===== src/source/buffer_pkg.sv =====
`default_nettype none

package buffer_pkg;

    // ======================================================================
    // Geometry
    // ======================================================================

    localparam int num_channels = 4;            // Independent FIFOs
    localparam int data_width   = 32;           // Beat payload width
    localparam int buffer_depth = 16;           // Entries per channel
    localparam int size_width   = 8;            // Beat count field of a request

    // Derived widths
    localparam int id_width    = $clog2(num_channels);
    localparam int ptr_width   = $clog2(buffer_depth);
    localparam int level_width = ptr_width + 1;     // Must hold 0 up to depth

    // ======================================================================
    // Vector types
    // ======================================================================

    typedef logic [id_width-1:0]    channel_id_t;   // Channel index
    typedef logic [data_width-1:0]  data_t;         // One beat
    typedef logic [level_width-1:0] level_t;        // Occupancy, free space, reservations
    typedef logic [size_width-1:0]  size_t;         // Requested beats
    typedef logic [ptr_width-1:0]   ptr_t;          // FIFO pointer, wraps at depth

endpackage : buffer_pkg

`default_nettype wire


===== src/source/flow_pkg.sv =====
`default_nettype none

package flow_pkg;

    // ======================================================================
    // Request and beat bundles, all tagged with a channel ID
    // ======================================================================

    // Incoming beat from the read-side engine
    typedef struct packed {
        logic                    valid;
        buffer_pkg::channel_id_t id;
        buffer_pkg::data_t       data;
    } write_beat_t;

    // Space reservation by the producer
    typedef struct packed {
        logic                    req;     // Single-cycle strobe
        buffer_pkg::channel_id_t id;
        buffer_pkg::size_t       size;    // Beats to reserve
    } alloc_req_t;

    // Data reservation by the consumer
    typedef struct packed {
        logic                    req;
        buffer_pkg::channel_id_t id;
        buffer_pkg::size_t       size;
    } drain_req_t;

    // Pop one beat from one channel
    typedef struct packed {
        logic                    drain;
        buffer_pkg::channel_id_t id;
    } drain_cmd_t;

endpackage : flow_pkg

`default_nettype wire


===== src/source/channel_buffer.sv =====
`timescale 1ns/100ps
`default_nettype none

module channel_buffer (
    input  logic               clk,
    input  logic               reset,
    input  logic               push,         // Accepted beat
    input  buffer_pkg::data_t  wr_data,      // Shared write bus
    input  logic               alloc_req,
    input  buffer_pkg::size_t  alloc_size,
    input  logic               rsv_req,
    input  buffer_pkg::size_t  rsv_size,
    input  logic               pop,          // Drain of this channel
    output buffer_pkg::data_t  head,         // Oldest entry
    output logic               full,
    output logic               nonempty,
    output buffer_pkg::level_t space_free,   // Net of outstanding allocation
    output buffer_pkg::level_t data_avail    // Net of outstanding drain reservation
);

    // Storage
    buffer_pkg::data_t  mem [buffer_pkg::buffer_depth];
    buffer_pkg::ptr_t   wr_ptr;
    buffer_pkg::ptr_t   rd_ptr;

    // Counters
    buffer_pkg::level_t count;               // Occupancy
    buffer_pkg::level_t alloc_out;           // Space reserved for beats not yet arrived
    buffer_pkg::level_t rsv_out;             // Data reserved for beats not yet drained
    buffer_pkg::level_t alloc_next;
    buffer_pkg::level_t rsv_next;

    // ======================================================================
    // Reservation counter next state
    // ======================================================================

    always_comb begin
        alloc_next = alloc_out;
        if (alloc_req) begin
            alloc_next = alloc_next + buffer_pkg::level_t'(alloc_size);
        end
        // A beat consumes one unit of allocation while any is left
        if (push && alloc_out != '0) begin
            alloc_next = alloc_next - 1'b1;
        end
    end

    always_comb begin
        rsv_next = rsv_out;
        if (rsv_req) begin
            rsv_next = rsv_next + buffer_pkg::level_t'(rsv_size);
        end
        if (pop && rsv_out != '0) begin
            rsv_next = rsv_next - 1'b1;      // Drain settles one reserved beat
        end
    end

    // ======================================================================
    // State update
    // ======================================================================

    always_ff @(posedge clk) begin
        if (push) begin
            mem[wr_ptr] <= wr_data;          // Beat lands at the tail
        end
    end

    always_ff @(posedge clk) begin
        if (reset) begin
            wr_ptr    <= '0;
            rd_ptr    <= '0;
            count     <= '0;
            alloc_out <= '0;
            rsv_out   <= '0;
        end else begin
            if (push) begin
                wr_ptr <= wr_ptr + 1'b1;     // Wraps at depth
            end
            if (pop) begin
                rd_ptr <= rd_ptr + 1'b1;
            end
            count     <= count + buffer_pkg::level_t'(push) - buffer_pkg::level_t'(pop);
            alloc_out <= alloc_next;
            rsv_out   <= rsv_next;
        end
    end

    // Levels seen by both engines
    assign head       = mem[rd_ptr];
    assign full       = (count == buffer_pkg::level_t'(buffer_pkg::buffer_depth));
    assign nonempty   = (count != '0);
    assign space_free = buffer_pkg::level_t'(buffer_pkg::buffer_depth) - count - alloc_out;
    assign data_avail = count - rsv_out;

    // ======================================================================
    // Protocol checks
    // ======================================================================

    // Decode must never push into a full channel
    a_no_push_full: assert property (@(posedge clk) disable iff (reset) push |-> !full);
    // Consumer drains only while rd_valid is high
    a_no_pop_empty: assert property (@(posedge clk) disable iff (reset) pop |-> nonempty);
    // Producer stays within the space it was offered
    a_alloc_fits: assert property (@(posedge clk) disable iff (reset)
        alloc_req |-> alloc_size <= buffer_pkg::size_t'(space_free));
    a_rsv_fits: assert property (@(posedge clk) disable iff (reset)
        rsv_req |-> rsv_size <= buffer_pkg::size_t'(data_avail));

endmodule : channel_buffer

`default_nettype wire


===== src/source/channel_decode.sv =====
`timescale 1ns/100ps
`default_nettype none

module channel_decode (
    input  flow_pkg::write_beat_t                wr_beat,
    input  flow_pkg::alloc_req_t                 alloc,
    input  flow_pkg::drain_req_t                 drain_rsv,
    input  flow_pkg::drain_cmd_t                 drain,
    input  logic [buffer_pkg::num_channels-1:0]  chan_full,   // Per-channel full level
    output logic [buffer_pkg::num_channels-1:0]  wr_push,     // Qualified write strobe
    output logic [buffer_pkg::num_channels-1:0]  alloc_hit,
    output logic [buffer_pkg::num_channels-1:0]  rsv_hit,
    output logic [buffer_pkg::num_channels-1:0]  pop,
    output logic                                 wr_ready
);

    // ======================================================================
    // ID to one-hot strobes
    // ======================================================================

    always_comb begin
        wr_push   = '0;
        alloc_hit = '0;
        rsv_hit   = '0;
        pop       = '0;
        for (int i = 0; i < buffer_pkg::num_channels; i++) begin
            // Beat is pushed only while its channel has room
            if (wr_beat.valid && wr_beat.id == buffer_pkg::channel_id_t'(i)) begin
                wr_push[i] = !chan_full[i];
            end
            if (alloc.req && alloc.id == buffer_pkg::channel_id_t'(i)) begin
                alloc_hit[i] = 1'b1;
            end
            if (drain_rsv.req && drain_rsv.id == buffer_pkg::channel_id_t'(i)) begin
                rsv_hit[i] = 1'b1;
            end
            if (drain.drain && drain.id == buffer_pkg::channel_id_t'(i)) begin
                pop[i] = 1'b1;             // Pop strobe to buffer and bridge
            end
        end
    end

    // ======================================================================
    // Ready mux
    // ======================================================================

    // Not-full of the addressed channel, independent of valid
    assign wr_ready = !chan_full[wr_beat.id];

endmodule : channel_decode

`default_nettype wire


===== src/source/read_bridge.sv =====
`timescale 1ns/100ps
`default_nettype none

module read_bridge (
    input  logic                                          clk,
    input  logic                                          reset,
    input  logic [buffer_pkg::num_channels-1:0]           pop,     // One-hot drain
    input  buffer_pkg::data_t [buffer_pkg::num_channels-1:0] heads,   // Head of each FIFO
    output buffer_pkg::data_t                             rd_data  // Registered result
);

    buffer_pkg::data_t sel_data;             // Head of the popped channel
    logic              any_pop;

    // ======================================================================
    // Head select
    // ======================================================================

    always_comb begin
        sel_data = '0;
        for (int i = 0; i < buffer_pkg::num_channels; i++) begin
            if (pop[i]) begin
                sel_data = heads[i];
            end
        end
    end

    assign any_pop = |pop;

    // ======================================================================
    // Result register
    // ======================================================================

    // Captured on the drain edge, held until the next drain
    always_ff @(posedge clk) begin
        if (reset) begin
            rd_data <= '0;
        end else if (any_pop) begin
            rd_data <= sel_data;
        end
    end

    // Only one channel drains per cycle
    a_pop_onehot: assert property (@(posedge clk) disable iff (reset) $onehot0(pop));

endmodule : read_bridge

`default_nettype wire


===== src/source/sram_controller.sv =====
`timescale 1ns/100ps
`default_nettype none

module sram_controller (
    input  logic                                              clk,
    input  logic                                              reset,
    input  flow_pkg::write_beat_t                             wr_beat,     // From read engine
    input  flow_pkg::alloc_req_t                              alloc,
    input  flow_pkg::drain_req_t                              drain_rsv,
    input  flow_pkg::drain_cmd_t                              drain,       // From write engine
    output logic                                              wr_ready,
    output buffer_pkg::level_t [buffer_pkg::num_channels-1:0] space_free,
    output buffer_pkg::level_t [buffer_pkg::num_channels-1:0] data_avail,
    output logic [buffer_pkg::num_channels-1:0]               rd_valid,    // Channel nonempty
    output buffer_pkg::data_t                                 rd_data
);

    // Decoded per-channel strobes
    logic [buffer_pkg::num_channels-1:0]               wr_push;
    logic [buffer_pkg::num_channels-1:0]               alloc_hit;
    logic [buffer_pkg::num_channels-1:0]               rsv_hit;
    logic [buffer_pkg::num_channels-1:0]               pop_hit;
    logic [buffer_pkg::num_channels-1:0]               chan_full;
    buffer_pkg::data_t [buffer_pkg::num_channels-1:0]  heads;

    // ======================================================================
    // Decode
    // ======================================================================

    channel_decode u_decode (
        .wr_beat   (wr_beat),
        .alloc     (alloc),
        .drain_rsv (drain_rsv),
        .drain     (drain),
        .chan_full (chan_full),
        .wr_push   (wr_push),
        .alloc_hit (alloc_hit),
        .rsv_hit   (rsv_hit),
        .pop       (pop_hit),
        .wr_ready  (wr_ready)
    );

    // ======================================================================
    // Per-channel FIFOs
    // ======================================================================

    for (genvar i = 0; i < buffer_pkg::num_channels; i++) begin : gen_channel
        channel_buffer u_buffer (
            .clk        (clk),
            .reset      (reset),
            .push       (wr_push[i]),
            .wr_data    (wr_beat.data),      // Shared across channels
            .alloc_req  (alloc_hit[i]),
            .alloc_size (alloc.size),        // Shared, only the hit channel uses it
            .rsv_req    (rsv_hit[i]),
            .rsv_size   (drain_rsv.size),
            .pop        (pop_hit[i]),
            .head       (heads[i]),
            .full       (chan_full[i]),
            .nonempty   (rd_valid[i]),
            .space_free (space_free[i]),
            .data_avail (data_avail[i])
        );
    end

    // ======================================================================
    // Latency bridge
    // ======================================================================

    read_bridge u_bridge (
        .clk     (clk),
        .reset   (reset),
        .pop     (pop_hit),
        .heads   (heads),
        .rd_data (rd_data)
    );

endmodule : sram_controller

`default_nettype wire


===== config.mk =====
export PLATFORM = sky130hd
export DESIGN_NAME = sram_controller
export DESIGN_NICKNAME = d
export VERILOG_FILES = /design/src/source/buffer_pkg.sv /design/src/source/flow_pkg.sv /design/src/source/channel_buffer.sv /design/src/source/channel_decode.sv /design/src/source/read_bridge.sv /design/src/source/sram_controller.sv
export SDC_FILE = /design/constraint.sdc
export NUM_CORES = 2
export LEC_CHECK = 0
export ABC_CLOCK_PERIOD_IN_PS = 7100
export BUFFER_PORTS_ARGS = -buffer_cell sky130_fd_sc_hd__buf_2
export CAP_MARGIN = 20
export CORE_MARGIN = 10
export CORE_UTILIZATION = 30
export DETAILED_ROUTE_END_ITERATION = 7
export PLACE_DENSITY = 0.51
export SETUP_SLACK_MARGIN = 0.3
export SYNTH_ARGS = -nofsm -noshare
export SYNTH_HDL_FRONTEND = slang
export SYNTH_SLANG_ARGS = --single-unit

===== constraint.sdc =====
create_clock -name clk -period 7.1 [get_ports clk]
set_clock_uncertainty 0.15 [all_clocks]
set_input_delay 1.42 -clock clk [delete_from_list [all_inputs] [get_ports clk]]
set_output_delay 1.42 -clock clk [all_outputs]
set_load 0.03 [all_outputs]

==> impl_results.md <==
- Outcome: complete, no violations
- Relative slew slack: 0.2123
- Post-synthesis sequential area ratio: 0.7415
- Synthesized area: 86710 µm²
- Setup-failing EPs final: 0
- Worst IR Drop VDD: 220.1 µV
- Port Buffer Count: 132
- CP Launch Type: flip-flop
- Crit-path cells: inv_1, ha_1, nor4bb_1, a211oi_1, a21o_1, buf_2
- CTS max path bufs: 3
- Post-CTS setup buffer count: 0
- HPWL after DPL: 131.5 mm
- Leakage Power: 31.08 nW
- Pwr Density: ~280 nW/µm²
- Largest net degree at the start of global routing: 100
- Fill cells: 26790
- Adder-cell area share of the yosys netlist: 0.02309
- Overall routing resource usage: 0.1445
- Share of layout cells above drive strength 1: 0.2597
- Syn. warnings: 0
- CP Capture Type: output pin
- Syn avg cell area: 20.50 µm²
- CP max stage delay: 0.77 ns
- Xor/xnor cell area share of the yosys netlist: 0.01183
- Post-route insts no fill: ~8500
- Clock Tree Root: clkbuf_16
- CTS resizes: 0
- Placed cell count: 8074
- Design Area, Final: 99740 µm²
- RSZ-0062 raised after global routing: no
- Routed vias/inst: approximately 5
- Htree depth: 4
- Gr ovfl total: 0
- CTS Buf Count: 215
- Worst hold start: gen_channel[0].u_buffer.rd_ptr[1]
- Slowest-stage cell, CP: nor4bb_1
- Total iterations of the first detailed-routing run: 6
- Number of global-route vias before repair: 43630
- TNS Setup: 0 ns
- Post-synthesis cell count: 4229
- Global placer's final weighted congestion: 0.7707
- Reg clk slew, reported paths: about 0.07 ns
- Yosys reg bits: 2188
- Final hold vios: 0
- Critical path class: flip-flop to output pin
- Routed WL: roughly 230 mm
- I/O pins: around 140
- Combinational family with the most area after synthesis: multiplexers
- Uppermost layer routed: met5
- Synth area leaders: edfxtp_1 71%, mux4_2 14%, dfxtp_1 3.2%
- Initial core utilization: 0.3012
- Wire length on met2: 107.3 mm
- Met1 WL: 103.7 mm
- Worst endpoint required time: about 5.5 ns
- Nets: 4723
- Most common cell after layout, fill and taps aside: edfxtp_1
- Ys flop type: edfxtp_1
- Final slew viol count: 0
- Post-DR wirelength/cell: 27.06 µm
- Met3 wire len: around 14 mm
- Row count: 197
- Cell taking the most area after synthesis: edfxtp_1
- Final min period: 4.376 ns
- Hold-fix buffers, CTS: 0
- Vias: between 40000 and 50000
- Post-synthesis compound-gate area fraction: 0.03320
- Number of synthesized flops with an enable pin: just over 2000
- # DRC: 0
- CTS tree: done
- Arrival time at the worst endpoint: 2.81 ns
- Initial antenna violation count: 18
- Max Fclk: roughly 230 MHz
- Synth Area in Simple Gates: 0.02208
- Tcrit/Tclk final: 0.6164
- Power, Total: 28.01 mW
- Syn Nets: 4439
- Max Cap Violations: 0
- Worst-skew pair later-pin latency: 0.86 ns
- Measured slew at the worst slew-check pin: 1.181 ns
- Initial DRC Count: approximately 4600
- Setup crit start: gen_channel[0].u_buffer.count[2]
- Post-synth ARST share: 0
- Core area: 287900 µm²
- Critical path peak fanout: 3
- Post-synth top area share: 0.7092
- Detail Route Antenna Nets: 0
- Die Span X: 557.6 µm
- First-pass GRT wire length: about 330 mm
- Area Overhead vs Synth: 15.02%
- Full die area: 311000 µm²
- Die Y: 557.6 µm
- Clk sinks: ~2200
- Post-synthesis mux area share: 0.1526
- Area after detailed placement: about 93000 µm²
- Most frequent cells in the layout: 2048 x edfxtp_1, 542 x mux4_2, 218 x clkbuf_16, 131 x buf_2, 131 x buf_4
- Hold Crit Class: flip-flop to flip-flop
- Distinct cells, synth: 61
==> cells by family (layout without fill, tap and decap cells) <==
logic type	Yosys count	after routing
and+or+nand+nor	392	392
AOI/OAI and AO/OA	415	415
muxes	644	644
xor gates and xnor gates	114	114
adders and majority gates	148	148
buffers and inverters	328	797
other	0	11
DFF	2188	2188
==> cell usage after synthesis, drive strengths merged, types with 46 or more instances <==
library cell,number
a21oi,64
a22oi,83
buf,93
clkbuf,112
dfxtp,140
edfxtp,2048
ha,128
inv,121
mux2i,100
mux4,542
nand2,75
nor2,151
nor2b,48
o21ai,68
xnor2,66
xor2,46
==> state kept, by name, indices dropped and copies added, names as in the netlist, named ones only <==
register	count
gen_channel.u_buffer.rd_ptr	16
gen_channel.u_buffer.alloc_out	20
gen_channel.u_buffer.mem	2048
gen_channel.u_buffer.rsv_out	20
gen_channel.u_buffer.wr_ptr	16
gen_channel.u_buffer.count	20
u_bridge.rd_data	32
==> layout make-up <==
cell class              instances  area [µm²]  share of cell area
well taps                    3781        4731             0.04743
repair buffers                272        1839             0.01844
flip-flops and latches       2188       64340              0.6451
clock buffers                 272        5738             0.05753
inverters                     123       461.7            0.004629
diodes                         11       27.53           0.0002760
multi-input cells            1713       21410              0.2146
clock inverters               130        1195             0.01198
==> final timing paths <==
path | slack, ns | cells after the start | end
setup / recovery | 2.72 | 6 | wr_ready
hold / removal | 0.33 | 2 | flip-flop
setup reg to reg | 3.18 | 7 | u_bridge.rd_data[0]
hold reg to reg | 0.33 | 2 | flip-flop
==> power by group <==
part	switching [mW]	leakage, nW	total (mW)	internal, mW
logic	1.59	8.15	2.45	0.866
registers	0.129	19.6	14.3	14.2
clock network	4.91	3.36	11.2	6.31
total	6.62	31.1	28.0	21.4
==> per-layer routing <==
layer	GRT usage	vias to the layer above
li1	-	18050
met4	0.03096	4
met1	0.2081	22850
met2	0.2299	1298
met3	0.02541	310
met5	0	-
==> through the flow <==
step | hold slack, ns | setup WS, ns | utilization
after floorplan | 0.3178 | 1.457 | -
after global placement | 0.3233 | 1.972 | 0.3220
after detailed placement | 0.3341 | 1.934 | 0.3221
after CTS | 0.3332 | 2.610 | 0.3462
after global routing | 0.3746 | 2.541 | 0.3464
final | 0.3306 | 2.724 | 0.3464
==> worst max-delay path: cells and delay by family (launching register included) <==
kind                       cells  cell delay, ns
and+or+nand+nor                1            0.77
AOI/OAI and AO/OA              2            0.37
DFF                            1            0.34
buffers and inverters          2            0.29
adders and majority gates      1            0.18
(Power assumes the default switching activity.)
